File: src/hw/tile_pkg.sv
/*
 * shared bus types and constants of the memory tile
 */
`default_nettype none

package tile_pkg;

    // low address bits below the word index
    localparam int BYTE_OFFSET_W = 2;

    typedef logic [31:0] addr_t;
    typedef logic [31:0] data_t;

    // bit n enables byte n of the word
    typedef logic [3:0] be_t;

    // request payload held with req until ack
    typedef struct packed {
        logic  we;
        addr_t addr;
        be_t   be;
        data_t wdata;
    } mem_req_t;

endpackage

`default_nettype wire

File: src/hw/sfr_block.sv
/*
 * special-function registers holding the core id and three scratch words
 */
`default_nettype none

module sfr_block
    import tile_pkg::*;
#(
    parameter int CORE_NUM = 0
)
(
    input  wire       clk_i
    , input  wire       arst_n_i

    , input  wire       req_i
    , input  wire mem_req_t wr_i
    , output logic      ack_o
    , output logic      resp_o
    , output data_t     rdata_o
);

    data_t      scratch [1:3];
    logic [1:0] word;

    // only bits 3:2 decoded so higher offsets alias
    assign word  = wr_i.addr[3:2];
    assign ack_o = req_i;

    always_ff @(posedge clk_i or negedge arst_n_i)
    begin
        if (!arst_n_i)
        begin
            resp_o     <= 1'b0;
            scratch[1] <= '0;
            scratch[2] <= '0;
            scratch[3] <= '0;
        end
        else
        begin
            resp_o <= req_i && !wr_i.we;
            // word 0 is read only
            if (req_i && wr_i.we && (word != 2'd0))
            begin
                for (int b = 0; b < 4; b++)
                begin
                    if (wr_i.be[b])
                        scratch[word][8*b +: 8] <= wr_i.wdata[8*b +: 8];
                end
            end
        end
    end

    always_ff @(posedge clk_i)
    begin
        if (req_i && !wr_i.we)
            rdata_o <= (word == 2'd0) ? data_t'(CORE_NUM) : scratch[word];
    end

endmodule

`default_nettype wire

File: config.mk
export PLATFORM = sky130hd
export DESIGN_NAME = sfr_block
export DESIGN_NICKNAME = d
export VERILOG_FILES = /design/src/hw/tile_pkg.sv /design/src/hw/sfr_block.sv
export SDC_FILE = /design/constraint.sdc
export NUM_CORES = 1
export LEC_CHECK = 0
export ABC_CLOCK_PERIOD_IN_PS = 1000
export BUFFER_PORTS_ARGS = -buffer_cell sky130_fd_sc_hd__buf_2
export CAP_MARGIN = 0
export CORE_UTILIZATION = 50
export CTS_CLUSTER_SIZE = 24
export DETAILED_ROUTE_END_ITERATION = 12
export GPL_TIMING_DRIVEN = 1
export PLACE_DENSITY = 0.76
export SETUP_SLACK_MARGIN = 0.3
export SYNTH_ARGS = -nofsm -noshare
export SYNTH_HDL_FRONTEND = slang
export SYNTH_SLANG_ARGS = --single-unit
File: constraint.sdc
create_clock -name clk_i -period 1 [get_ports clk_i]
set_input_delay 0.1 -clock clk_i [delete_from_list [all_inputs] [get_ports clk_i]]
set_output_delay 0.1 -clock clk_i [all_outputs]
set_load 0.02 [all_outputs]
# == Word-level counts from Yosys, hierarchy flattened ==
# Index checks and enable logic that the tools add are counted.
# op_classes
reduce_logical,7
bitwise_logic,1
n_mux,22
n_lt_le_gt_ge,2
# ops
operator,count
$mux 96,7
$bwmux 96,4
$demux 32 s2,4
$mux 32,3
$bmux 32 s2,1
$mux 24,1
$mux 16,1
$mux 8,1
$logic_and 1x1->1,4
$ge 3x3->1 const B,1
$lt 3x1->1 const B,1
$not 2->3,1
$logic_not 2->1,1
$reduce_bool 2->1,1
$logic_not 1->1,1
# word_totals
output_inout_bits,34
regBits,129
elab_cells,37
inputBits,72

# == Longest topological paths before layout ==
# logic_depth
word_depth,16
ltp_mapped,5
depth_no_buf,3

# == Least setup slack after synthesis ==
# Ideal clock, no wire load.
# synth_path
path_kind,input-to-reg
from,input wr_i[39] (netlist bit)
to,register scratch[80] (netlist bit)
cell_stages,5
t_required_ps,875
path_slack_ps,-262
arrival_ps,1137
setup_time_ps,125
path_buffers,2
path_cell_list,buf_4 nand2b_1 buf_2 nor2_4 mux2_2
# synth_between
elab_chain_len,13
elab_cells_between_ends,22
cone_classes,order compare (2); mux (16); bitwise (1); reduce/logical (3)
# synth_lines
element,line_no,source
"start, declared",sfr_block.sv:16,", input wire mem_req_t wr_i"
$not 2->3 (not written as such),sfr_block.sv:47,scratch[word][8*b +: 8] <= wr_i.wdata[8*b +: 8];
$demux 32 s2,sfr_block.sv:47,
$bwmux 96,sfr_block.sv:47,
$mux 96,sfr_block.sv:46,if (wr_i.be[b])
$mux 96,sfr_block.sv:42,if (req_i && wr_i.we && (word != 2'd0))
$bwmux 96,sfr_block.sv:47,
$mux 96,sfr_block.sv:46,
$mux 96,sfr_block.sv:42,
$bwmux 96,sfr_block.sv:47,
$mux 96,sfr_block.sv:46,
$mux 96,sfr_block.sv:42,
$bwmux 96,sfr_block.sv:47,
$mux 96,sfr_block.sv:46,
"end signal, assigned by index",sfr_block.sv:47,
"end, declared",sfr_block.sv:22,data_t scratch [1:3];
# Several ways; a longest one is shown, not always the timed one. The select of a mux whose other input is x is not followed.
# A chain may end at the register's enable or synchronous reset.

# == Worst setup path in the final report ==
# layout_path
from,register rdata_o[15]
to,output rdata_o[15]
# layout_lines
element,line_no,source
"start, declared",sfr_block.sv:19,", output data_t rdata_o"
"start signal, assigned",sfr_block.sv:56,rdata_o <= (word == 2'd0) ? data_t'(CORE_NUM) : scratch[word];
# No word-level cell between the ends.

==> results by group <==
Outcome
  • Status: finished with violations
  • Failing checks: negative setup slack

Detailed routing
  • Residual DRC: 0
  • Routed WL per cell: 20.1 um
  • DRT iter0 DRCs: 140
  • DR vias: 3467
  • Post-DRT Antenna Nets: 0
  • Via density: 5.43
  • Post-Route WL: ~13 mm
  • Pre-antenna DRT Iters: 4

Clock tree
  • Total CTS buffers: 17
  • Reg clk slew, reported paths: 0.06 ns
  • CTS Sinks: 129
  • Clock Tree Buf Depth: 2
  • CTS H-tree depth: 4
  • TritonCTS clock tree: built
  • Worst-Skew Late Latency: 0.54 ns
  • Clk root buf: clkbuf_8

Timing
  • Slew Limit Headroom: roughly three quarters
  • RSZ-0062 raised after global routing: yes
  • Slew @ Worst Pin: 0.352 ns
  • Final worst path period need: 1.22 ns
  • Top achievable clock speed: a little over 0.8 GHz
  • Final Hold Vio Count: 0
  • Clock skew: 0.0118 ns
  • # setup viols final: 67
  • Setup_tns: -8.08 ns
  • Final WS setup: -0.216 ns
  • Crit share post-route: 122%
  • Slew Limit Fails: 0

Flow run
  • Max_cap viols: 0

Worst setup path
  • CP top delay family: flip-flops
  • Crit-path cells: buf_6
  • CP Max Fanout: 1
  • Worst path arrival time: 1.12 ns
  • CP endpoint kind: output port
  • Data required, critical path: 0.90 ns
  • WP buf/inv: 1
  • Worst Path Class, Setup: reg2out
  • Slowest CP cell: edfxtp_1
  • CP Launch Type: register
  • Max stage delay on crit path: approximately 0.42 ns

Finish
  • Antenna Cells: 0
  • Area grow syn2layout: 47.6%
  • Post-route cell area: between 0.008 and 0.009 sq mm
  • Fillcell total: 558
  • Fin util: 77.5%
  • Final net count: 562
  • Layout cells sized above 1: 61.0%

Die
  • Die width: about 110 um
  • Die ar.: between 0.01 and 0.015 sq mm
  • # rows: 37
  • Initial Utilization: 52.5%
  • Ports: 106
  • Core box area: 0.0105 sq mm
  • Chip height: 107 um

Yosys
  • Post-synthesis cell type count: 16
  • Mean Syn Cell Area: 17.0 sq um
  • Syn Std Cell Area: about 0.0055 sq mm
  • Yosys warns: 0
  • Post-Syn Nets: 397
  • Gate Count Post-Synth: 325
  • Yosys reg bits: 129
  • Seq/Total Area, Yosys: 61.4%

Place
  • Buffers on Ports: 75
  • Detailed Place HPWL: 7.48 mm
  • Routability cong.: 0.746
  • Placed cell area: 0.00657 sq mm

Global routing
  • Largest net degree at the start of global routing: 32
  • Initial antenna violation count: 0
  • Vias in the first global route: 3683
  • Tot GR Track Use: roughly a quarter
  • First-pass GRT wire length: 19.9 mm
  • GRT overflow: 0

Power and ir drop
  • Peak VDD IR: 1330 uV
  • Power per Cell Area: roughly 2100 mW/mm^2
  • LEAKAGE: between 3 and 4 nW

Hold path
  • Hold WC Path Type: in2async
-- cells by family (layout without fill, tap and decap cells) --
family	Yosys count	in the layout	synth area share, %
AOI/OAI and AO/OA	32	32	5.08
buffers and inverters	15	193	1.41
DFF	129	129	61.4
muxes	128	128	26.1
and+or+nand+nor	21	21	6.01
-- cell type report --
type | instances | area, sq um | area share, %
tap | 136 | 170 | 2.09
clock buffer | 23 | 488 | 5.99
multi-input combinational | 181 | 2520 | 30.9
sequential | 129 | 3390 | 41.6
clock inverter | 9 | 126 | 1.55
timing repair buffer | 161 | 1460 | 17.9
-- per-stage QoR --
step | hold WS, ns | setup slack, ns | total power, W | instances
2_1_floorplan | -0.196 | -0.173 | 0.00910 | 325
3_3_place_gp | 0.0298 | -0.325 | 0.00968 | 543
3_5_place_dp | 0.0298 | -0.351 | 0.00985 | 543
4_1_cts | -0.00151 | -0.228 | 0.0169 | 624
5_1_grt | 0.0277 | -0.244 | 0.0179 | 639
6_report | 0.0148 | -0.216 | 0.0173 | 639
-- worst paths after layout --
path                            slack [ns]                   endpoint  cells after the start                       from
max in group asynchronous             0.47    scratch[44]$_DFFE_PN0P_                      3                   arst_n_i
worst min register to register        0.51    scratch[39]$_DFFE_PN0P_                      1    scratch[39]$_DFFE_PN0P_
worst max register to register       -0.11  rdata_o[25]$_SDFFCE_PN0P_                      2    scratch[57]$_DFFE_PN0P_
worst min-delay path                  0.01           resp_o$_DFF_PN0_                      2                   arst_n_i
worst max-delay path                 -0.22                rdata_o[15]                      1  rdata_o[15]$_SDFFCE_PN0P_
min in group clk_i                    0.12    scratch[59]$_DFFE_PN0P_                      4                   wr_i[35]
-- cells in the final DEF, fill, tap and decap left out, types with 10 or more instances in the layout --
| master | netlist | layout |
|---|---|---|
| dfrtp_1 | 97 | 97 |
| buf_2 | 8 | 48 |
| buf_4 | 2 | 24 |
| clkbuf_16 | 0 | 17 |
| nor2_8 | 10 | 10 |
| edfxtp_1 | 32 | 32 |
| mux2_4 | 0 | 119 |
| buf_6 | 0 | 46 |
| dlygate4sd3_1 | 0 | 33 |
| a22o_1 | 32 | 32 |
-- synth_stat cells (all sizes together) --
master / instances / area [sq um]
edfxtp: 32 / 961
a22o: 32 / 280
dfrtp: 97 / 2430
nand3: 4 / 70.1
nand2: 1 / 11.3
clkbuf: 5 / 22.5
nor2: 12 / 223
and2b: 1 / 8.76
buf: 10 / 55.1
nor2b: 1 / 6.26
mux2: 128 / 1440
nand2b: 2 / 12.5
-- flip-flops by register name, summed over array words and instances, names as in the netlist --
| name | flops |
|---|---|
| resp_o | 1 |
| scratch | 96 |
| rdata_o | 32 |
-- repair_timing --
action | in CTS | in global routing
gates resized for setup | 60 | 56
endpoints found under the hold margin | 193 | 0
cloned | 0 | 0
buffers inserted | 16 | 15
pin swaps | 5 | 4
endpoints found under the setup margin | 161 | 161
hold buffers | 33 | 0
-- routing by layer --
metal / wire, um / part of all wire (%) / track usage (%)
met5: 0 / 0 / 0
met4: 218 / 1.7 / 9.10
met3: 537 / 4.2 / 7.29
met2: 6660 / 52 / 38.3
met1: 5450 / 42 / 29.8
-- power by group --
part           leakage (nW)  switching [W]  total, W  internal [W]
combinational          2.08        0.00115   0.00378       0.00263
sequential             1.50       0.000647   0.00715       0.00650
clock                 0.303        0.00225   0.00638       0.00413
total                  3.89        0.00405    0.0173        0.0133
(Power assumes the default switching activity.)
