File: config.mk
export PLATFORM = sky130hd
export DESIGN_NAME = bus_arbiter
export DESIGN_NICKNAME = d
export VERILOG_FILES = /design/src/hw/tile_pkg.sv /design/src/hw/bus_arbiter.sv
export SDC_FILE = /design/constraint.sdc
export NUM_CORES = 1
export LEC_CHECK = 0
export ABC_AREA = 1
export BUFFER_PORTS_ARGS = -buffer_cell sky130_fd_sc_hd__buf_2
export CAP_MARGIN = 40
export CORE_AREA = 2 2 121 123
export DETAILED_ROUTE_END_ITERATION = 10
export DIE_AREA = 0 0 123 125
export PLACE_DENSITY = 0.55
export RECOVER_POWER = 100
export SLEW_MARGIN = 10
export SYNTH_ARGS = -nofsm -noshare
export SYNTH_HDL_FRONTEND = slang
export SYNTH_SLANG_ARGS = --single-unit
File: constraint.sdc
create_clock -name clk_i -period 5.2 [get_ports clk_i]
set_input_delay 0.26 -clock clk_i [delete_from_list [all_inputs] [get_ports clk_i]]
set_output_delay 0.26 -clock clk_i [all_outputs]
set_load 0.05 [all_outputs]
File: src/hw/tile_pkg.sv
/*
 * shared bus types and constants of the memory tile
 */
`default_nettype none

package tile_pkg;

    // low address bits below the word index
    localparam int BYTE_OFFSET_W = 2;

    typedef logic [31:0] addr_t;
    typedef logic [31:0] data_t;

    // bit n enables byte n of the word
    typedef logic [3:0] be_t;

    // request payload held with req until ack
    typedef struct packed {
        logic  we;
        addr_t addr;
        be_t   be;
        data_t wdata;
    } mem_req_t;

endpackage

`default_nettype wire

File: src/hw/bus_arbiter.sv
/*
 * two masters to one slave, round-robin grant,
 * responses steered back in acceptance order
 */
`default_nettype none

module bus_arbiter
    import tile_pkg::*;
#(
    parameter int PEND_DEPTH = 4
)
(
    input  wire       clk_i
    , input  wire       arst_n_i

    , input  wire       m0_req_i
    , input  wire mem_req_t m0_wr_i
    , output logic      m0_ack_o
    , output logic      m0_resp_o
    , output data_t     m0_rdata_o

    , input  wire       m1_req_i
    , input  wire mem_req_t m1_wr_i
    , output logic      m1_ack_o
    , output logic      m1_resp_o
    , output data_t     m1_rdata_o

    , output logic      s_req_o
    , output mem_req_t  s_wr_o
    , input  wire       s_ack_i
    , input  wire       s_resp_i
    , input  wire data_t s_rdata_i
);

    localparam int PTR_W = (PEND_DEPTH > 1) ? $clog2(PEND_DEPTH) : 1;
    localparam int CNT_W = $clog2(PEND_DEPTH + 1);

    logic             own_q [PEND_DEPTH];
    logic [PTR_W-1:0] wr_ptr;
    logic [PTR_W-1:0] rd_ptr;
    logic [CNT_W-1:0] cnt;
    logic             prio;
    logic             lock_vld;
    logic             lock_gnt;
    logic             rr_gnt;
    logic             gnt;
    logic             head;
    logic             full;
    logic             accept;
    logic             push;
    logic             pop;

    // prio names the master that wins a tie
    assign rr_gnt = m1_req_i && (!m0_req_i || prio);

    // keep the grant on a request that is waiting for ack
    assign gnt = lock_vld ? lock_gnt : rr_gnt;

    assign full    = (cnt == CNT_W'(PEND_DEPTH));
    assign s_req_o = (m0_req_i || m1_req_i) && !full;
    assign s_wr_o  = gnt ? m1_wr_i : m0_wr_i;
    assign accept  = s_req_o && s_ack_i;

    assign m0_ack_o = accept && !gnt;
    assign m1_ack_o = accept && gnt;

    assign head       = own_q[rd_ptr];
    assign m0_resp_o  = s_resp_i && !head;
    assign m1_resp_o  = s_resp_i && head;
    assign m0_rdata_o = s_rdata_i;
    assign m1_rdata_o = s_rdata_i;

    assign push = accept && !s_wr_o.we;
    assign pop  = s_resp_i;

    always_ff @(posedge clk_i or negedge arst_n_i)
    begin
        if (!arst_n_i)
        begin
            prio     <= 1'b0;
            lock_vld <= 1'b0;
            lock_gnt <= 1'b0;
            wr_ptr   <= '0;
            rd_ptr   <= '0;
            cnt      <= '0;
        end
        else
        begin
            if (accept)
                prio <= !gnt;
            lock_vld <= s_req_o && !s_ack_i;
            lock_gnt <= gnt;
            if (push)
                wr_ptr <= (wr_ptr == PTR_W'(PEND_DEPTH - 1)) ? '0 : wr_ptr + 1'b1;
            if (pop)
                rd_ptr <= (rd_ptr == PTR_W'(PEND_DEPTH - 1)) ? '0 : rd_ptr + 1'b1;
            cnt <= cnt + CNT_W'(push) - CNT_W'(pop);
        end
    end

    always_ff @(posedge clk_i)
    begin
        if (push)
            own_q[wr_ptr] <= gnt;
    end

endmodule

`default_nettype wire

# After elaboration in Yosys (flattened, before gate mapping)

Memory sizes are Yosys's and may differ from the RTL's.
Cells that the tools add are included.
Widths: inputs -> output; s select.

Input bits: 176
Memories: 1
Word-level logic and storage cells: 37
Flip-flop bits (word level): 10
Memory bits (writable): 4
Latch bits: 0
Bits in read-only memories: 0

Memories:

| name  | words | bits a word | read ports | clocked after memory_dff | wr ports | line              | text |
|---|---|---|---|---|---|---|---|
| own_q | 4     | 1           | 1          | 0                        | 1        | bus_arbiter.sv:38 | `logic own_q [PEND_DEPTH];` |

Shift operators: 0
Magnitude comparators: 0
Reduce and logical (&&, ||, !) cells: 17
Equal/unequal tests: 3
Multipliers: 0
Divide/modulo/power cells: 0
$add $sub $neg: 4
Multiplexer cells: 6
Bitwise gates (word level): 0

Operators by type and width:

| operator            | number |
|---|---|
| $mux 69             | 1 |
| $logic_and 1x1->1   | 9 |
| $logic_not 1->1     | 6 |
| $add 2x1->2 const B | 2 |
| $eq 2x2->1 const B  | 2 |
| $mux 2              | 2 |
| $add 3x1->3         | 1 |
| $eq 3x3->1 const B  | 1 |
| $mux 1              | 3 |
| $sub 3x1->3         | 1 |
| $logic_or 1x1->1    | 2 |

# Longest topological paths before layout

Word-level depth: 9
Gate-level depth with buffers: 12
Depth with buffers taken out: 12

# Worst setup path before layout

OpenSTA, ideal clock, no wires.

Path kind: register to output
Start point: register cnt[1]
End point: output port m1_ack_o
Slack: 3.206 ns
Required time: 4.940 ns
Cell stages (with the launch flop): 7
Buffers on the path: 0
Arrival time: 1.734 ns
Path through: dfrtp_1 > nor2_1 > nand2_1 > nand2_1 > inv_1 > nand2_1 > nor2_1

Cells in the longest elaborated chain, start to end: 5

Ends and longest elaborated chain:

| element                | line              | text |
|---|---|---|
| start, declared        | bus_arbiter.sv:41 | `logic [CNT_W-1:0] cnt;` |
| start signal, assigned | bus_arbiter.sv:97 | `cnt <= cnt + CNT_W'(push) - CNT_W'(pop);` |
| $eq 3x3->1             | bus_arbiter.sv:59 | `assign full = (cnt == CNT_W'(PEND_DEPTH));` |
| $logic_not 1->1        | bus_arbiter.sv:60 | `assign s_req_o = (m0_req_i \|\| m1_req_i) && !full;` |
| $logic_and 1x1->1      | bus_arbiter.sv:60 |  |
| named net s_req_o      | bus_arbiter.sv:28 | `, output logic s_req_o` |
| $logic_and 1x1->1      | bus_arbiter.sv:62 | `assign accept = s_req_o && s_ack_i;` |
| $logic_and 1x1->1      | bus_arbiter.sv:65 | `assign m1_ack_o = accept && gnt;` |
| end, declared          | bus_arbiter.sv:24 | `, output logic m1_ack_o` |

The timed path passes the listed nets, and every way through them passes these cells.

==> metrics.md <==
| Metric | Value |
|---|---|
| Status | finished clean |
| Detail Route Antenna Nets | 0 |
| Worst-Margin Slew | between 1 and 1.5 ns |
| Met2 Resource Use GR | 0.169 |
| Router iterations before antenna repair | 6 |
| Multi-input gate area | 1080 sq um |
| Die Y | 125 um |
| Slew Limit Fails | 0 |
| Count of cell types in the netlist | 19 |
| PD cells | roughly 500 nW/um^2 |
| Yosys top cell by area | nand2_1 |
| R2R Path Start | prio |
| Num CTS Buffers | 3 |
| Gate power share | 0.763 |
| Register Area | ~370 sq um |
| Vias | roughly 2600 |
| Row cnt | between 40 and 50 |
| Placed cells | 697 |
| Most frequent cells in the layout | nand2_1 (226), buf_2 (143), clkbuf_1 (74) |
| CP max FO | 37 |
| RSZ-0062 raised after global routing | false |
| Worst hold start | s_ack_i |
| Avg Synthesized Cell Area | 5.65 sq um |
| Worst slew margin relative to its limit | 0.297 |
| I/O pins | ~310 |
| Sink Count | 14 |
| Routed len/inst | 12.4 um |
| Initial DRC Count | 69 |
| Clock-pin slew on the worst setup and hold paths | 0.05 ns |
| CTS H-Tree Depth | 1 |
| CP endpoint kind | output port |
| Part of the Yosys area used for sequential elements | 0.176 |
| Post-cts sizing count | 0 |
| Final net count | 703 |
| Worst clock skew | 0.00181 ns |
| Gr busiest metal | met2 |
| Die width | 123 um |
| Flop pwr share | 0.127 |
| Residual DRC | 0 |
| CTS tree | done |
| Min-delay worst type | in -> reg |
| Post-CTS Setup Repair Bufs | 0 |
| Met1 global-route usage | 0.133 |
| Global-route wire length before repair | 12.7 mm |
| Fmax | about 0.27 GHz |
| Clk pwr share | 0.110 |
| Gp weighted congestion | 0.773 |
| Final hold vios | 0 |
| Area growth syn-to-layout | 36.1% |
| Min cycle time layout | 3.66 ns |
| #FFs+latches synth | 14 |
| Worst VDD drop | 0.000169 V |
| Vias in the first global route | 2369 |
| Vias per std cell | 3.64 |
| Max-cap violations | 0 |
| Count of input and output buffers | between 200 and 250 |
| Post-Layout Cell Count | 702 |
| M3 GR Usage | 0.0465 |
| Clk Latency, worst-skew pair | 0.24 ns |
| Setup_tns | 0 ns |
| DP Wirelength | 7.47 mm |
| Maximum number of pins on one net before global-route repair | 47 |
| CORE AREA | 14200 sq um |
| Leak pwr | about 1.7 nW |
| CP Data Required Time | 4.94 ns |
| Area contributors post-synth | nand2_1 (40%), buf_4 (23%), dfrtp_1 (12%), edfxtp_1 (5.7%), ha_1 (4.2%) |
| Starting Density | 0.148 |
| Endpoints failing setup | 0 |
| Kind of critical path | reg -> out |
| Mapped Cells | 372 |
| Root buffer cell | clkbuf_16 |
| Mapped Area | 2100 sq um |
| CP startpoint | prio |
| Sw frac | 0.663 |
| Yosys warns | 0 |
| Layout cells sized above 1 | 0.290 |
| Drt total wl | 8.69 mm |
| Hold buffers post-CTS | 1 |
| Synth top area share | 0.400 |
| GRT Total Usage | 0.105 |
| Initial antenna violation count | 0 |
| Psw | 0.965 mW |
| Syn Nets | ~560 |
| Fillers | around 1700 |
| Grt ovf | 0 |
| Critical Path Source Type | flip-flop |
| Antenna cells | 0 |
| Commonest non-fill, non-tap cell in the layout | nand2_1 |
| Pint | a little under 0.5 mW |
| Longest Clk Path Bufs | 2 |
| Crit path arrival time | 3.40 ns |
| Final period util | 0.704 |
| Die area | around 15000 sq um |
[power by group through the flow]
stage	Clock (mW)	Sequential, mW	Combinational, mW
6_report	0.159	0.185	1.11
3_3_place_gp	0	0.186	1.16
5_1_grt	0.168	0.191	1.20
2_1_floorplan	0	0.180	1.01
3_5_place_dp	0	0.186	1.16
4_1_cts	0.163	0.186	1.16
[worst max-delay path: stages, from the launching register on]
cell	delay, ns
dfrtp_1	0.35
inv_1	0.06
nand2_1	0.05
nand2_1	0.10
nand2_1	0.61
inv_2	0.74
buf_4	0.45
nand2_1	0.11
nand2_1	0.12
clkbuf_1	0.53
[Yosys cell counts, drive strengths merged]
| library cell | number |
|---|---|
| buf | 78 |
| inv | 20 |
| edfxtp | 4 |
| xnor2 | 2 |
| dfrtp | 10 |
| or2 | 1 |
| o21ai | 2 |
| fa | 1 |
| nand2 | 226 |
| nand3 | 7 |
| ha | 7 |
| nor2 | 12 |
| a21oi | 2 |
[final timing paths]
path | end | slack [ns] | cells after the start
setup reg to reg | cnt[2] | 2.36 | 12
max in group asynchronous | cnt[1] | 4.34 | 2
hold / removal | lock_vld | 0.20 | 2
hold reg to reg | cnt[0] | 0.51 | 1
setup / recovery | s_wr_o[0] | 1.54 | 9
min in group asynchronous | cnt[0] | 0.51 | 2
[registers in the layout (all words and copies together) (netlist names)]
signal    count
own_q         4
cnt           3
rd_ptr        2
wr_ptr        2
lock_gnt      1
lock_vld      1
prio          1
[through the flow]
step                      total power [mW]  setup slack [ns]  area [sq um]   util  hold slack, ns
final                                 1.46              1.54          2860  0.202           0.202
after global routing                  1.56              1.08          2860  0.202           0.208
after CTS                             1.51              2.36          2970  0.209           0.199
after detailed placement              1.35              2.63          2870  0.202           0.130
after global placement                1.34              2.66          2870  0.202           0.135
after floorplan                       1.19              3.21          2100      -         -0.0356
[layout make-up]
class	count	area share
clock buffers	4	0.0310
inverters	20	0.0262
multi-input cells	260	0.377
flip-flops and latches	14	0.129
well taps	184	0.0804
repair buffers	220	0.356
[layer usage]
layer / part of all wire / up-vias / routed length (um)
met2: 0.45 / 169 / 3940
met1: 0.42 / 1044 / 3620
met3: 0.12 / 8 / 1050
met5: 0 / - / 0
met4: 0.0093 / 0 / 81
li1: - / 1332 / -
[cells by family after synthesis]
family	synth area share
AND/OR/NAND/NOR	0.452
flip-flops	0.176
adder cells (fa/ha/maj)	0.0512
AO/OA/AOI/OAI	0.00952
XOR/XNOR	0.00833
buffers and inverters	0.303
(Power assumes the default switching activity.)
