<file path="config.mk">
export PLATFORM = sky130hd
export DESIGN_NAME = bus_splitter
export DESIGN_NICKNAME = d
export VERILOG_FILES = /design/src/hw/tile_pkg.sv /design/src/hw/bus_splitter.sv
export SDC_FILE = /design/constraint.sdc
export NUM_CORES = 1
export LEC_CHECK = 0
export ABC_CLOCK_PERIOD_IN_PS = 5300
export BUFFER_PORTS_ARGS = -buffer_cell sky130_fd_sc_hd__buf_2
export CORE_AREA = 4 4 120 122
export DETAILED_ROUTE_END_ITERATION = 12
export DIE_AREA = 0 0 124 126
export SYNTH_ARGS = -nofsm -noshare
export SYNTH_HDL_FRONTEND = slang
export SYNTH_SLANG_ARGS = --single-unit
</file>
<file path="constraint.sdc">
create_clock -name clk_i -period 5.3 [get_ports clk_i]
set_input_delay 1.325 -clock clk_i [delete_from_list [all_inputs] [get_ports clk_i]]
set_output_delay 1.325 -clock clk_i [all_outputs]
set_load 0.05 [all_outputs]
</file>
<file path="src/hw/tile_pkg.sv">
/*
 * shared bus types and constants of the memory tile
 */
`default_nettype none

package tile_pkg;

    // low address bits below the word index
    localparam int BYTE_OFFSET_W = 2;

    typedef logic [31:0] addr_t;
    typedef logic [31:0] data_t;

    // bit n enables byte n of the word
    typedef logic [3:0] be_t;

    // request payload held with req until ack
    typedef struct packed {
        logic  we;
        addr_t addr;
        be_t   be;
        data_t wdata;
    } mem_req_t;

endpackage

`default_nettype wire

</file>
<file path="src/hw/bus_splitter.sv">
/*
 * one master to two slaves, chosen by a single address bit,
 * with in-order return of read responses
 */
`default_nettype none

module bus_splitter
    import tile_pkg::*;
#(
    parameter int BITSEL     = 31
    , parameter int PEND_DEPTH = 4
)
(
    input  wire       clk_i
    , input  wire       arst_n_i

    , input  wire       m_req_i
    , input  wire mem_req_t m_wr_i
    , output logic      m_ack_o
    , output logic      m_resp_o
    , output data_t     m_rdata_o

    , output logic      s0_req_o
    , output mem_req_t  s0_wr_o
    , input  wire       s0_ack_i
    , input  wire       s0_resp_i
    , input  wire data_t s0_rdata_i

    , output logic      s1_req_o
    , output mem_req_t  s1_wr_o
    , input  wire       s1_ack_i
    , input  wire       s1_resp_i
    , input  wire data_t s1_rdata_i
);

    localparam int PTR_W = (PEND_DEPTH > 1) ? $clog2(PEND_DEPTH) : 1;
    localparam int CNT_W = $clog2(PEND_DEPTH + 1);

    logic             tgt_q [PEND_DEPTH];
    logic [PTR_W-1:0] wr_ptr;
    logic [PTR_W-1:0] rd_ptr;
    logic [CNT_W-1:0] cnt;
    logic             sel;
    logic             head;
    logic             full;
    logic             blocked;
    logic             fwd;
    logic             push;
    logic             pop;

    assign sel  = m_wr_i.addr[BITSEL];
    assign head = tgt_q[rd_ptr];
    assign full = (cnt == CNT_W'(PEND_DEPTH));

    // a read to the other slave waits for older reads to drain,
    // otherwise a fast slave could overtake a slow one
    assign blocked = !m_wr_i.we && (cnt > CNT_W'(pop)) && (sel != head);

    assign fwd      = m_req_i && !full && !blocked;
    assign s0_req_o = fwd && !sel;
    assign s1_req_o = fwd && sel;
    assign s0_wr_o  = m_wr_i;
    assign s1_wr_o  = m_wr_i;
    assign m_ack_o  = sel ? (s1_req_o && s1_ack_i) : (s0_req_o && s0_ack_i);

    assign m_resp_o  = head ? s1_resp_i : s0_resp_i;
    assign m_rdata_o = head ? s1_rdata_i : s0_rdata_i;

    assign push = m_ack_o && !m_wr_i.we;
    assign pop  = m_resp_o;

    always_ff @(posedge clk_i or negedge arst_n_i)
    begin
        if (!arst_n_i)
        begin
            wr_ptr <= '0;
            rd_ptr <= '0;
            cnt    <= '0;
        end
        else
        begin
            if (push)
                wr_ptr <= (wr_ptr == PTR_W'(PEND_DEPTH - 1)) ? '0 : wr_ptr + 1'b1;
            if (pop)
                rd_ptr <= (rd_ptr == PTR_W'(PEND_DEPTH - 1)) ? '0 : rd_ptr + 1'b1;
            cnt <= cnt + CNT_W'(push) - CNT_W'(pop);
        end
    end

    always_ff @(posedge clk_i)
    begin
        if (push)
            tgt_q[wr_ptr] <= sel;
    end

endmodule

`default_nettype wire

</file>
* Word-level counts from Yosys, hierarchy flattened *
Memory sizes are Yosys's and may differ from the RTL's.
Index checks and enable logic that the tools add are counted.

operators by class
  shifts and indexed selects = 0
  div/mod/pow operators = 0
  reductions and logical operators = 13
  $add $sub $neg = 4
  equal/unequal tests = 4
  magnitude comparators = 1
  multiplexer cells = 7
  $mul = 0
  bitwise operators = 0

operators with widths
  cell                                         count
  two-way mux 32 bit                           1
  logical AND 1 bit                            9
  adder 2 x 1 -> 2 bit, second input constant  2
  equality test 2 bit, second input constant   2
  zero test 1 bit                              4
  two-way mux 1 bit                            4
  two-way mux 2 bit                            2
  adder 3 x 1 -> 3 bit                         1
  equality test 3 bit, second input constant   1
  greater-than comparator 3 x 1 -> 1 bit       1
  subtractor 3 x 1 -> 3 bit                    1
  != test 1 bit                                1

storage, ports and cells
  bits in registers = 7
  memories kept = 1
  input bits = 140
  bits in writable memories = 4
  output and inout bits = 174
  memory bits (read-only) = 0
  bits in latches = 0
  word-level logic and storage cells = 33

memories
  name   depth  bits a word  read ports  clocked after memory_dff  write ports  RTL line            RTL
  tgt_q  4      1            1           0                         1            bus_splitter.sv:39  logic tgt_q [PEND_DEPTH];

* Longest topological paths before layout *
Gate-level depths: netlist (run 1).
An unclocked memory read counts as a cell.

  depth after elaboration = 13
  mapped depth = 14
  depth with buffers taken out = 13

* Worst setup path after synthesis (run 1) *
Ideal clock, no wire load.

  path type = input -> output
  start point = in s1_resp_i
  end point = out s0_req_o
  required time = 3.975 ns
  buffers on the path = 0
  arrival time = 4.022 ns
  path slack = -0.047 ns
  cell stages on the path = 5
  cell sequence = mux2i_1 inv_1 ha_1 or3b_2 a311oi_1

on the way
  cells in the longest elaborated chain, start to end = 7

ends and longest elaborated chain
  item                                    RTL line            RTL
  start: declaration                      bus_splitter.sv:32  , input wire s1_resp_i
  two-way mux 1 bit                       bus_splitter.sv:66  assign m_resp_o = head ? s1_resp_i : s0_resp_i;
  net m_resp_o                            bus_splitter.sv:20  , output logic m_resp_o
  greater-than comparator 3 x 1 -> 1 bit  bus_splitter.sv:57  assign blocked = !m_wr_i.we && (cnt > CNT_W'(pop)) && (sel != head);
  logical AND 1 bit (2 in a row)          bus_splitter.sv:57
  zero test 1 bit                         bus_splitter.sv:59  assign fwd = m_req_i && !full && !blocked;
  logical AND 1 bit                       bus_splitter.sv:59
  logical AND 1 bit                       bus_splitter.sv:60  assign s0_req_o = fwd && !sel;
  end: declaration                        bus_splitter.sv:23  , output logic s0_req_o

The timed path passes the listed nets, and every way through them passes these cells.

* Final worst setup path (run 1) *
  start point = in s1_resp_i
  end point = out m_ack_o

on the way
  cells in the longest elaborated chain, start to end = 9
  elaborated cells between the ends (all ways) = 11
  those cells by class = 1 x order compare; 2 x mux; 8 x reduce/logical

ends and longest elaborated chain
  item                                      RTL line                                RTL
  two-way mux 1 bit *                       bus_splitter.sv:66
  greater-than comparator 3 x 1 -> 1 bit *  bus_splitter.sv:57
  logical AND 1 bit * (2 in a row)          bus_splitter.sv:57
  zero test 1 bit *                         bus_splitter.sv:59
  logical AND 1 bit *                       bus_splitter.sv:59
  logical AND 1 bit (on tied branches)      bus_splitter.sv:60, bus_splitter.sv:61
  logical AND 1 bit                         bus_splitter.sv:64                      assign m_ack_o = sel ? (s1_req_o && s1_ack_i) : (s0_req_o && s0_ack_i);
  two-way mux 1 bit *                       bus_splitter.sv:64
  end: declaration                          bus_splitter.sv:19                      , output logic m_ack_o

Every way passes the cells marked *; elsewhere a longest branch is shown, timed or not.

==> results of run 1 <==
sequential cells by signal (all words and copies together) (netlist names):
register and count:
tgt_q 4, cnt 3, rd_ptr 2, wr_ptr 2
worst min path at each step:
stage	startpoint	end	slack (ns)	cells after the start
floorplan	cnt[0]$_DFF_PN0_	cnt[0]$_DFF_PN0_	0.49	1
CTS	rd_ptr[1]$_DFFE_PN0N_	rd_ptr[1]$_DFFE_PN0N_	0.55	1
finish	rd_ptr[1]$_DFFE_PN0N_	rd_ptr[1]$_DFFE_PN0N_	0.55	1
global placement	cnt[0]$_DFF_PN0_	cnt[0]$_DFF_PN0_	0.52	1
global route	cnt[0]$_DFF_PN0_	cnt[0]$_DFF_PN0_	0.57	1
detailed placement	cnt[0]$_DFF_PN0_	cnt[0]$_DFF_PN0_	0.54	1
metal layers:
metal  wire, um  GRT usage (%)  vias to the layer above
met2       2950           11.8                      151
met4         72           1.80                       10
li1           -              -                      571
met5         75              0                        -
met3       1600           7.09                       20
met1       2270           7.75                      583
cells by family (layout without fill, tap and decap cells):
family	count (synthesis)	count (layout)
AO/OA/AOI/OAI	8	8
adder cells (fa/ha/maj)	10	10
AND/OR/NAND/NOR	13	13
flip-flops	11	11
other	0	3
buffers and inverters	152	127
multiplexers	37	37
XOR/XNOR	1	1
cell usage after synthesis:
cell type,count
mux4_2,1
a21o_1,2
a311o_1,1
nor3b_1,2
a21oi_1,2
ha_1,9
and2_1,4
or3b_2,2
xnor2_1,1
mux2_2,33
nor3_1,2
inv_1,10
buf_4,138
nor2_1,1
fa_1,1
o311ai_4,1
nand3b_1,1
mux2i_1,1
mux2_4,2
edfxtp_1,4
buf_2,3
nand2_1,1
a21oi_4,1
a311oi_1,1
dfrtp_1,7
buf_6,1
per-stage QoR:
stage          setup WS (ns)  std cells  hold WS, ns  utilization (%)
5_1_grt                0.346        384        0.573             14.8
3_3_place_gp           0.503        379        0.519             14.2
2_1_floorplan          0.104        232        0.493                -
4_1_cts                0.475        383        0.552             14.8
6_report               0.507        386        0.548             14.8
3_5_place_dp           0.475        379        0.543             14.2
power by group through the flow:
stage	clock network [mW]	registers [mW]	logic (mW)
after floorplan	0	0.143	0.903
after global placement	0	0.147	0.776
after detailed placement	0	0.150	0.794
after CTS	0.140	0.149	0.798
after global routing	0.143	0.154	0.843
final	0.136	0.148	0.789
cell type report:
class | count | area (um2) | share of cell area, %
diodes | 3 | 7.51 | 0.383
well taps | 176 | 220 | 11.2
flip-flops and latches | 11 | 295 | 15.1
multi-input cells | 69 | 751 | 38.3
inverters | 10 | 37.5 | 1.92
clock buffers | 4 | 78.8 | 4.03
repair buffers | 113 | 568 | 29.0
==> results by stage, run 1 <==
Clocking:
- The number of gates resized after CTS was 0.
- In this run the number of H-tree levels came out at 1.
- The number of clock sinks is 11.
- The clock-pin slew of the registers on the worst-case setup and hold paths is approximately 0.040 ns.
- Post-CTS timing repair inserted 0 buffers for setup.
- Buffers inserted to repair hold after CTS numbered 0.
- For the worst-skew pair, the clock arrives at the later sink with an insertion delay of around 0.24 ns.
- Counting along the longest clock path gives a buffer depth of 2.
- TritonCTS built the clock tree.
- The cell chosen for the clock root is clkbuf_16.
- Buffers inserted during clock tree synthesis total 3.

Critical path:
- Counting buffers and inverters, the worst setup path is 8 cells deep.
- The startpoint identified for the worst register-to-register timing path is rd_ptr[0]$_DFFE_PN0N_.
- The family with the most delay on the worst path is buffers and inverters.
- The worst register-to-register path has a depth of 13.
- Following the worst setup path forward leads to its endpoint at m_ack_o.
- The worst setup path is launched from an input port.
- On the worst path, the slowest cell contributes a delay of between 0.4 and 0.5 ns.
- Walking the worst path, the cells encountered are buf_2 -> mux2i_1 -> inv_1 -> ha_1 -> or3b_2 -> a311o_1 -> a21oi_1 -> buf_2.
- Along the worst path, the maximum fanout reaches 4.
- The worst reg-to-reg setup slack is between 1 and 1.5 ns.
- STA puts the critical path data arrival time at approximately 3.5 ns.
- For the worst setup path, the data required time is 3.97 ns.
- For this design, the slowest cell found on the critical path is or3b_2.
- The start-to-end type of the worst setup path is in2out.
- The critical path launch point is s1_resp_i.
- The count of buffer and inverter cells on the critical path is 3.
- The capture instance of the worst register-to-register path is cnt[2]$_DFF_PN0_.
- The cell that appears most often on the critical path is buf_2.
- The type of element capturing the critical path is a primary output.

Yosys:
- The synthesized netlist devotes less than 1% of its cell area to XOR and XNOR gates.
- The portion of synthesized area spent on multiplexers is approximately a fifth.
- The synthesized area is around 2100 um2.
- The post-synth net total is 382.
- The netlist uses 26 different library cells.
- The Yosys step of the flow raised 0 warnings.
- The share of the synthesized area in the top cell type is roughly half.
- The post-synthesis cell type with the largest combined area is buf_4.
- The main combinational cell family by area after synthesis is buffers and inverters.
- The synthesized-area fraction occupied by and/or/nand/nor cells is under 10%.
- The synthesized area per cell is a little over 9 um2.
- The number of instances in the synthesized netlist is ~230.
- After synthesis, flip-flops and latches occupy 13.8% of the total area.
- Summing the areas of all fa, ha and maj instances in the mapped netlist gives roughly 6.2% of the synthesized area.
- The synthesized netlist devotes 4.04% of its cell area to compound gates.
- By area the synthesized netlist is led by buf_4 (48%), mux2_2 (17%), dfrtp_1 (8.2%).
- Counting flops and latches in the post-synthesis netlist gives 11.

Detailed routing:
- The number of vias per cell after detailed routing is between 3 and 4.
- The detailed router placed 1,335 vias in this run.
- After detailed routing, the average wire length per cell comes to roughly 18 um.
- In the routed design, unresolved DRC markers number 0.
- The violation count after the first detailed-routing iteration is 39.
- The first TritonRoute pass finished after 3 iterations.
- The number of nets with antenna violations after routing is 0.
- The final wirelength is around 7000 um.

Pwr:
- The analysis attributes to cell leakage a power of 0.943 nW.
- The power dissipated by switching net loads is slightly below 600 uW.
- The portion of total power attributed to sequential cells is 13.8%.
- The areal power density over the cells is 548 nW/um2.
- Combinational logic burns around three quarters of the power.
- Net switching is approximately 55% of the power.
- The portion of total power attributed to the clock network is ~13%.
- The total power draw is 1.07 mW.
- VDD sags by at most about 120 uV.
- The internal power is a little under 500 uW.

STA:
- The final-report max-slew violation count was 0.
- The final critical-path required period is 4.79 ns.
- The worst path uses between 90% and 100% of the clock period.
- The slew at the pin with the worst max-slew slack is 0.516 ns.
- The accumulated negative setup slack is 0 ns.
- Between clock sinks in the finished design, the worst skew comes to about 0.0045 ns.
- The count of endpoints failing hold in the final timing report was 0.
- The highest achievable clock rate is 209 MHz.
- The total setup violations reported at the end of the flow is 0.
- Setup repair after global routing left no endpoint under its margin.
- Measured against its own limit, the worst slew margin works out to around 66%.

Cells and area:
- The most common library cell in the layout ignoring fill and taps is buf_2.
- After filler insertion, the fill cell instance count of the layout stands at approximately 1.5k.
- Compared with the post-synthesis result, the final layout area differs by -8.48%.
- The post-route netlist has between 70 and 80% of its cells at a drive strength greater than 1.
- Summing all non-filler instances in the final layout gives an area of between 1500 and 2000 um2.
- After the last flow step, the layout net total stands at about 360.
- In the layout the commonest cells are buf_2 (112), mux2_2 (33), inv_1 (10).

Worst hold path:
- In this run the worst hold path is classified as reg2reg.

Placed design:
- The post-detailed-placement cell area is 1870 um2.
- The number of input and output port buffers inserted is approximately 110.
- The final weighted congestion in routability-driven placement is 0.668.
- The sum of net half-perimeters after detailed placement is between 6000 and 7000 um.

Global route:
- The initial antenna violation count is 10.
- The overall overflow remaining after global route is 0.
- Global routing consumed, over all layers together, between 7 and 8% of the routing resources.
- The first global-routing pass estimated ~8600 um of wire.
- Entering global routing, the biggest net connects 37 pins.
- The via count of the first global-routing pass is around 1.4k.

Floorplanning:
- The starting density of the core is between 10% and 20%.
- The die footprint is about 16,000 um2.
- The total core area is about 13,000 um2.
- The die height is 126 um.
- The horizontal extent of the die is 124 um.
- For this design the top-level I/O count stands at 314.
- The initialized floorplan defines 42 standard-cell rows.

Run:
- The number of maximum-capacitance constraint violations is 0.

Outcome:
- The run finished with clean final reports.
Power figures use the tool's default switching activity.
==> inputs of run 2 (changes only) <==
--- a/config.mk
+++ b/config.mk
@@ -5,8 +5,9 @@
 export SDC_FILE = /design/constraint.sdc
 export NUM_CORES = 1
 export LEC_CHECK = 0
-export ABC_CLOCK_PERIOD_IN_PS = 5300
+export ABC_CLOCK_PERIOD_IN_PS = 6200
 export BUFFER_PORTS_ARGS = -buffer_cell sky130_fd_sc_hd__buf_2
+export CAP_MARGIN = 20
 export CORE_AREA = 4 4 120 122
 export DETAILED_ROUTE_END_ITERATION = 12
 export DIE_AREA = 0 0 124 126
==> constraint.sdc (replaced) <==
create_clock -name clk_i -period 6.2 [get_ports clk_i]
set_input_delay 1.55 -clock clk_i [delete_from_list [all_inputs] [get_ports clk_i]]
set_output_delay 1.55 -clock clk_i [all_outputs]
set_load 0.05 [all_outputs]
==> results by stage, run 2 (synthesized netlist as in run 1, its figures left out) <==
Clocking:
- The clock drives 11 sinks.
- Clock-pin slew was measured on the worst setup and hold paths at 0.04 ns.
- Buffers inserted to repair hold after CTS numbered 0.
- The clock latency on the worst-skew pair is around 0.24 ns.
- Post-CTS timing repair inserted 0 buffers for setup.
- The number of levels in the clock H-tree is 1.
- The TritonCTS clock tree is yes.
- No sink is reached through more buffers than the 2 on the longest clock path.
- The cell chosen for the clock root is clkbuf_16.
- The total CTS buffers is 3.
- Post-CTS repair changed the size of 0 cells.

Floorplanning:
- The I/O pin count is approximately 310.
- The region available for standard cell placement spans around 13,000 um2.
- The die height is approximately 130 um.
- The die covers 15,600 um2.
- The starting density of the core is between 10% and 20%.
- Row generation in the floorplan step produced 42 rows.
- The horizontal extent of the die is 124 um.

Detailed routing:
- The detail route stage leaves a number of antenna-violating nets equal to 0.
- The first-pass detailed-route iteration total is 4.
- Dividing the detail-routed via count by the number of cells gives between 3 and 4.
- The violation count after the first detailed-routing iteration is between 40 and 50.
- The remaining design rule violation count is 0.
- The routed layout has roughly 1.3k vias.
- The average wire length per cell after detail routing is around 15 um.
- After detailed routing, the total wire length is 5940 um.

Critical path:
- The start-to-end type of the worst setup path is in2out.
- For the worst setup path, the data required time is 4.65 ns.
- For the worst setup path, the data arrival time is approximately 3.8 ns.
- Along the worst path, the maximum fanout reaches 4.
- The worst reg-to-reg setup slack is between 2 and 2.5 ns.
- The length in cells of the worst reg-to-reg path is 13.
- STA classifies the critical path startpoint as an input port.
- The capture instance of the worst register-to-register path is cnt[2]$_DFF_PN0_.
- The startpoint identified for the worst register-to-register timing path is rd_ptr[0]$_DFFE_PN0N_.
- The type of element capturing the critical path is a primary output.

STA:
- The fraction of the cycle the final worst path needs is a little under nine tenths.
- Setup repair after global routing left no endpoint under its margin.
- Setup slack closes at 0.903 ns.
- Counting I/O delays and the setup requirement, the final critical path takes ~5.3 ns.
- The slew at the pin with the worst max-slew slack is just under 0.5 ns.
- The headroom to the max-slew limit is between 60 and 70%.
- The count of endpoints failing hold in the final timing report is 0.
- Setup violations remaining at the end of the flow were counted as 0.
- Setup total negative slack on the finished layout was measured at 0 ns.
- The final worst hold slack is between 0.5 and 0.6 ns.
- The final-report max-slew violation count was 0.
- The worst clock skew is approximately 0.0017 ns.
- The highest achievable clock rate is around 190 MHz.

Cells and area:
- The register with the most flip-flops in the layout has 4 of them.
- The library cells used most frequently in the layout, excluding fill and tap cells, are buf_2 (112), mux2_2 (33), inv_1 (10).
- The layout has ~1.5k filler cells.
- The largest registers in the layout are tgt_q x4, cnt x3.
- The layout net count is 358.
- The share of cells above drive strength 1 is between 70% and 80%.
- The synthesis-to-finish area growth is -8.89%.
- The multi-input gate area in the final layout is about 740 um2.
- tgt_q holds more flip-flops than any other register.
- Leaving out fill and tap cells, the most frequent cell in the layout is buf_2.
- Summing all flip-flop and latch instances after layout gives 295 um2.

Global route:
- The total overflow left after global routing is 0.
- The initial antenna violation count is 4.
- The pin count of the biggest net entering global routing is 37.
- The first-pass GRT wire length is slightly below 8000 um.
- The via count of the first global-routing pass is roughly 1.4k.
- For this run, the total global-route usage over all layers was measured as under 10%.

Outcome:
- The flow ran to the end, and the final reports show no timing, DRC or antenna violations.

Worst hold path:
- The worst hold path terminates at cnt[0]$_DFF_PN0_.
- Counting instances, the worst hold path has a depth of 1.
- The worst min-delay path category is reg2reg.
- The start point of the worst min-delay path is cnt[0]$_DFF_PN0_.

Pwr:
- The worst voltage drop across the vdd grid is approximately 150 uV.
- For this design the static power due to leakage is 0.942 nW.
- The areal power density over the cells is approximately 470 nW/um2.
- The total power draw is about 910 uW.

Run:
- The number of maximum-capacitance constraint violations is 0.

Placed design:
- The post-placement worst setup slack is 0.931 ns.
- In this run the tool buffered the top-level ports with around 110 buffer cells.
- The sum of net half-perimeters after detailed placement is ~5300 um.
- The final weighted congestion in routability-driven placement is approximately 0.7.
run 2: power breakdown:
group / total [mW] / leakage, nW / switching [mW] / internal [mW]
Sequential: 0.127 / 0.119 / 0.0243 / 0.103
Combinational: 0.670 / 0.785 / 0.445 / 0.224
Clock: 0.118 / 0.0382 / 0.0314 / 0.0863
Total: 0.915 / 0.942 / 0.501 / 0.413
run 2: worst max-delay path by stage:
stage                         start       end  cells past startpoint
after floorplan           s1_resp_i  s0_req_o                      5
after global placement    s1_resp_i   m_ack_o                      8
after detailed placement  s1_resp_i   m_ack_o                      8
after CTS                 s1_resp_i   m_ack_o                      8
after global routing      s1_resp_i   m_ack_o                      8
final                     s1_resp_i   m_ack_o                      8
run 2: stage by stage:
stage | util (%) | instance area [um2] | instances
floorplan | - | 2140 | 232
global placement | 14.1 | 1870 | 379
detailed placement | 14.1 | 1870 | 379
CTS | 14.7 | 1940 | 383
global route | 14.7 | 1940 | 383
finish | 14.8 | 1950 | 385
run 2: final cells by class:
class	instances	share of cell area, %
diodes	2	0.257
clock buffers	4	4.04
inverters	10	1.93
multi-input cells	69	38.2
flip-flops and latches	11	15.1
well taps	176	11.3
repair buffers	113	29.1
run 2: per-layer routing:
metal  part of all wire [%]  global-route usage (%)  wire length (um)
met3                     14                    4.13               808
met1                     35                    6.44              2070
met4                    4.8                    4.32               288
met2                     46                    10.8              2730
met5                   0.67                       0                40
run 2: worst max-delay path, stage by stage:
cell,delay [ns]
buf_2,0.09
mux2i_1,0.30
inv_1,0.16
ha_1,0.32
or3b_2,0.47
a311o_1,0.38
a21oi_1,0.17
buf_2,0.29
==> inputs of run 3 (changes only) <==
--- a/config.mk
+++ b/config.mk
@@ -6,11 +6,12 @@
 export NUM_CORES = 1
 export LEC_CHECK = 0
 export ABC_CLOCK_PERIOD_IN_PS = 6200
-export BUFFER_PORTS_ARGS = -buffer_cell sky130_fd_sc_hd__buf_2
 export CAP_MARGIN = 20
-export CORE_AREA = 4 4 120 122
+export CORE_AREA = 2 2 122 124
+export CTS_CLUSTER_SIZE = 20
 export DETAILED_ROUTE_END_ITERATION = 12
 export DIE_AREA = 0 0 124 126
+export DONT_BUFFER_PORTS = 1
 export SYNTH_ARGS = -nofsm -noshare
 export SYNTH_HDL_FRONTEND = slang
 export SYNTH_SLANG_ARGS = --single-unit
==> results by stage, run 3 (synthesized netlist as in run 1, its figures left out) <==
Critical path:
- The worst register-to-register path begins at rd_ptr[0]$_DFFE_PN0N_.
- The required time at the endpoint of the critical path is about 4.7 ns.
- The length in cells of the worst reg-to-reg path is 13.
- The most critical setup path has its endpoint at m_ack_o.
- The critical path launch point is s1_resp_i.
- The total stage count of the critical path is 7.
- The largest single stage delay on the critical path is 0.47 ns.
- The type of element launching the critical path is an input port.
- STA classifies the critical path endpoint as a primary output.
- The maximum net fanout on the critical path is 4.
- The slowest stage of the critical path belongs to the cell or3b_2.
- The family with the most delay on the worst path is buffers and inverters.
- For the worst setup path, the data arrival time is between 3 and 4 ns.
- The worst register-to-register path has a setup slack of approximately 1.9 ns.
- The number of buffers and inverters on the critical path is 2.
- The endpoint identified for the worst register-to-register timing path is cnt[2]$_DFF_PN0_.
- Traced cell by cell, the critical path runs through mux2i_1 -> inv_1 -> ha_1 -> or3b_2 -> a311o_1 -> a21oi_1 -> buf_4.
- The setup path with the least slack is of type in2out.

Cells and area:
- The area growth from synthesis to layout is -33.0%.
- Once layout is complete, the cells apart from fillers number between 200 and 300.
- The largest registers in the layout are tgt_q x4, cnt x3.
- The multi-input gate area in the final layout is between 700 and 800 um2.
- The share of cells above drive strength 1 is about half.
- The most common library cell in the layout ignoring fill and taps is mux2_2.
- Once layout is complete, the utilization of the core stands at approximately a tenth.
- Across the whole layout, storage elements account for roughly 300 um2.
- The layout has around 1.6k filler cells.
- The register with the highest flop count is tgt_q.
- The net count of the finished layout is between 200 and 250.
- The register with the most flip-flops in the layout has 4 of them.
- The top cell types in the final layout, fill and taps aside, are mux2_2 (33), inv_1 (10), ha_1 (9).

Global route:
- The total global routing track utilization is around 6.3%.
- Entering global routing, the biggest net connects 37 pins.
- The initial antenna violation count came to 3.
- The via count of the first global-routing pass is just over 900.
- Summed over all layers, the global routing overflow is 0.
- The first global-routing pass estimated 6760 um of wire.

STA:
- Across the routed clock network, the largest skew measured is between 0.002 and 0.0025 ns.
- The count of endpoints failing hold in the final timing report was 0.
- After routing, the total negative slack on setup checks comes to 0 ns.
- For the pin with the worst max-slew slack, the measured transition is around 0.55 ns.
- Setup violations remaining at the end of the flow were counted as 0.
- The worst path needs around 5.3 ns of the cycle, external delays included.
- Setup repair after global routing left no endpoint under its margin.
- The final-report max-slew violation count was 0.
- Based on the critical path, the design can be clocked at up to between 150 and 200 MHz.
- The fraction of the cycle the final worst path needs is a little under nine tenths.
- Headroom to the max-slew limit came out at 63.5%.

Clocking:
- Once the clock tree was built, the setup fixing pass inserted 0 buffers.
- The total CTS buffers is 3.
- Gates resized during post-CTS repair numbered 0.
- The TritonCTS clock tree is yes.
- The clock-pin slew of the registers on the worst-case setup and hold paths is 0.04 ns.
- The clock passes through at most 2 buffers.
- The number of clock sinks is 11.
- The count of hold-fix buffers inserted at cts is 0.
- CTS built an H-tree with a depth of 1.
- The cell chosen for the clock root is clkbuf_16.
- The clock latency on the worst-skew pair is about 0.24 ns.

Placed design:
- Routability-driven placement finished with a final weighted congestion of 0.677.
- The number of placed instances, taps included is 278.
- The number of input and output port buffers inserted is 0.
- The sum of net half-perimeters after detailed placement is between 5000 and 6000 um.

Pwr:
- In this run the power density over the cells is about 580 nW/um2.
- The analysis attributes to cell leakage a power of between 0.5 and 0.6 nW.
- IR analysis of the VDD net gives a maximum drop of about 220 uV.
- The completed layout was analyzed and its total power is between 800 and 900 uW.

Detailed routing:
- The average wire length per cell after detail routing is around 20 um.
- The final wirelength is between 5000 and 6000 um.
- In the routed layout, each cell is associated on average with a via count of 3.04.
- The remaining design rule violation count is 0.
- The number of vias in the routed layout is approximately 860.
- The first detailed-routing pass ran for 4 iterations.
- The detail route stage leaves a number of antenna-violating nets equal to 0.
- The violation count after the first detailed-routing iteration is 28.

Worst hold path:
- The worst min-delay path category is reg2reg.

Outcome:
- The run finished with clean final reports.

Floorplanning:
- The horizontal extent of the die is 124 um.
- After floorplanning, the core was divided into 44 placement rows.
- The starting density of the core is approximately 15%.
- around 310 I/O pins were placed.
- The die height is about 130 um.
- The total core area is about 14,000 um2.
- The die footprint is around 16,000 um2.

Run:
- The number of maximum-capacitance constraint violations is 0.
-- run 3: changes by cell type in the layout (fill, tap and decap cells not counted) --
cell	before	now
clkinv_2	0	1
clkbuf_1	1	0
buf_4	1	4
a311oi_2	0	1
nor3b_1	2	1
buf_2	112	0
a311oi_1	1	0
nor3b_2	0	1
-- run 3: metrics by stage --
stage | area (um2) | setup WS, ns | hold slack, ns
final | 1430 | 0.862 | 0.538
after global routing | 1430 | 0.701 | 0.562
after floorplan | 2140 | 0.403 | 0.493
after global placement | 1350 | 0.900 | 0.521
after detailed placement | 1350 | 0.842 | 0.526
after CTS | 1430 | 0.842 | 0.538
-- run 3: power by group --
| part | internal, mW | total (mW) | switching [mW] |
|---|---|---|---|
| combinational | 0.172 | 0.582 | 0.410 |
| clock | 0.0852 | 0.116 | 0.0311 |
| sequential | 0.103 | 0.128 | 0.0254 |
| total | 0.360 | 0.826 | 0.466 |
-- run 3: layer usage --
metal	vias to the layer above	global-route usage, %	routed length (um)
li1	350	-	-
met1	365	5.50	1730
met2	130	12.2	2900
met3	17	3.58	1000
met4	0	1.78	70
met5	-	0	0
-- run 3: cell type report --
class                   instances  area share [%]
clock buffers                   3            5.24
clock inverters                 1           0.349
multi-input cells              69            52.7
repair buffers                  4            2.09
diodes                          2           0.349
flip-flops and latches         11            20.6
well taps                     184            16.1
inverters                      10            2.62
-- run 3: worst min-delay path by stage --
| stage | from | to | slack (ns) | cells past startpoint |
|---|---|---|---|---|
| 6_report | cnt[0]$_DFF_PN0_ | cnt[0]$_DFF_PN0_ | 0.54 | 1 |
| 5_1_grt | cnt[0]$_DFF_PN0_ | cnt[0]$_DFF_PN0_ | 0.56 | 1 |
| 4_1_cts | cnt[0]$_DFF_PN0_ | cnt[0]$_DFF_PN0_ | 0.54 | 1 |
| 3_5_place_dp | cnt[0]$_DFF_PN0_ | cnt[0]$_DFF_PN0_ | 0.53 | 1 |
| 3_3_place_gp | cnt[0]$_DFF_PN0_ | cnt[0]$_DFF_PN0_ | 0.52 | 1 |
| 2_1_floorplan | cnt[0]$_DFF_PN0_ | cnt[0]$_DFF_PN0_ | 0.49 | 1 |
-- run 3: worst reg2reg max path: stages (launching register included) --
cell	delay (ns)
dfrtp_1	0.40
mux4_2	0.56
mux2i_1	0.30
inv_1	0.35
ha_1	0.40
or3b_2	0.47
a311o_1	0.38
a21oi_4	0.25
inv_1	0.08
ha_1	0.27
inv_1	0.04
ha_1	0.18
fa_1	0.38
xnor2_1	0.14
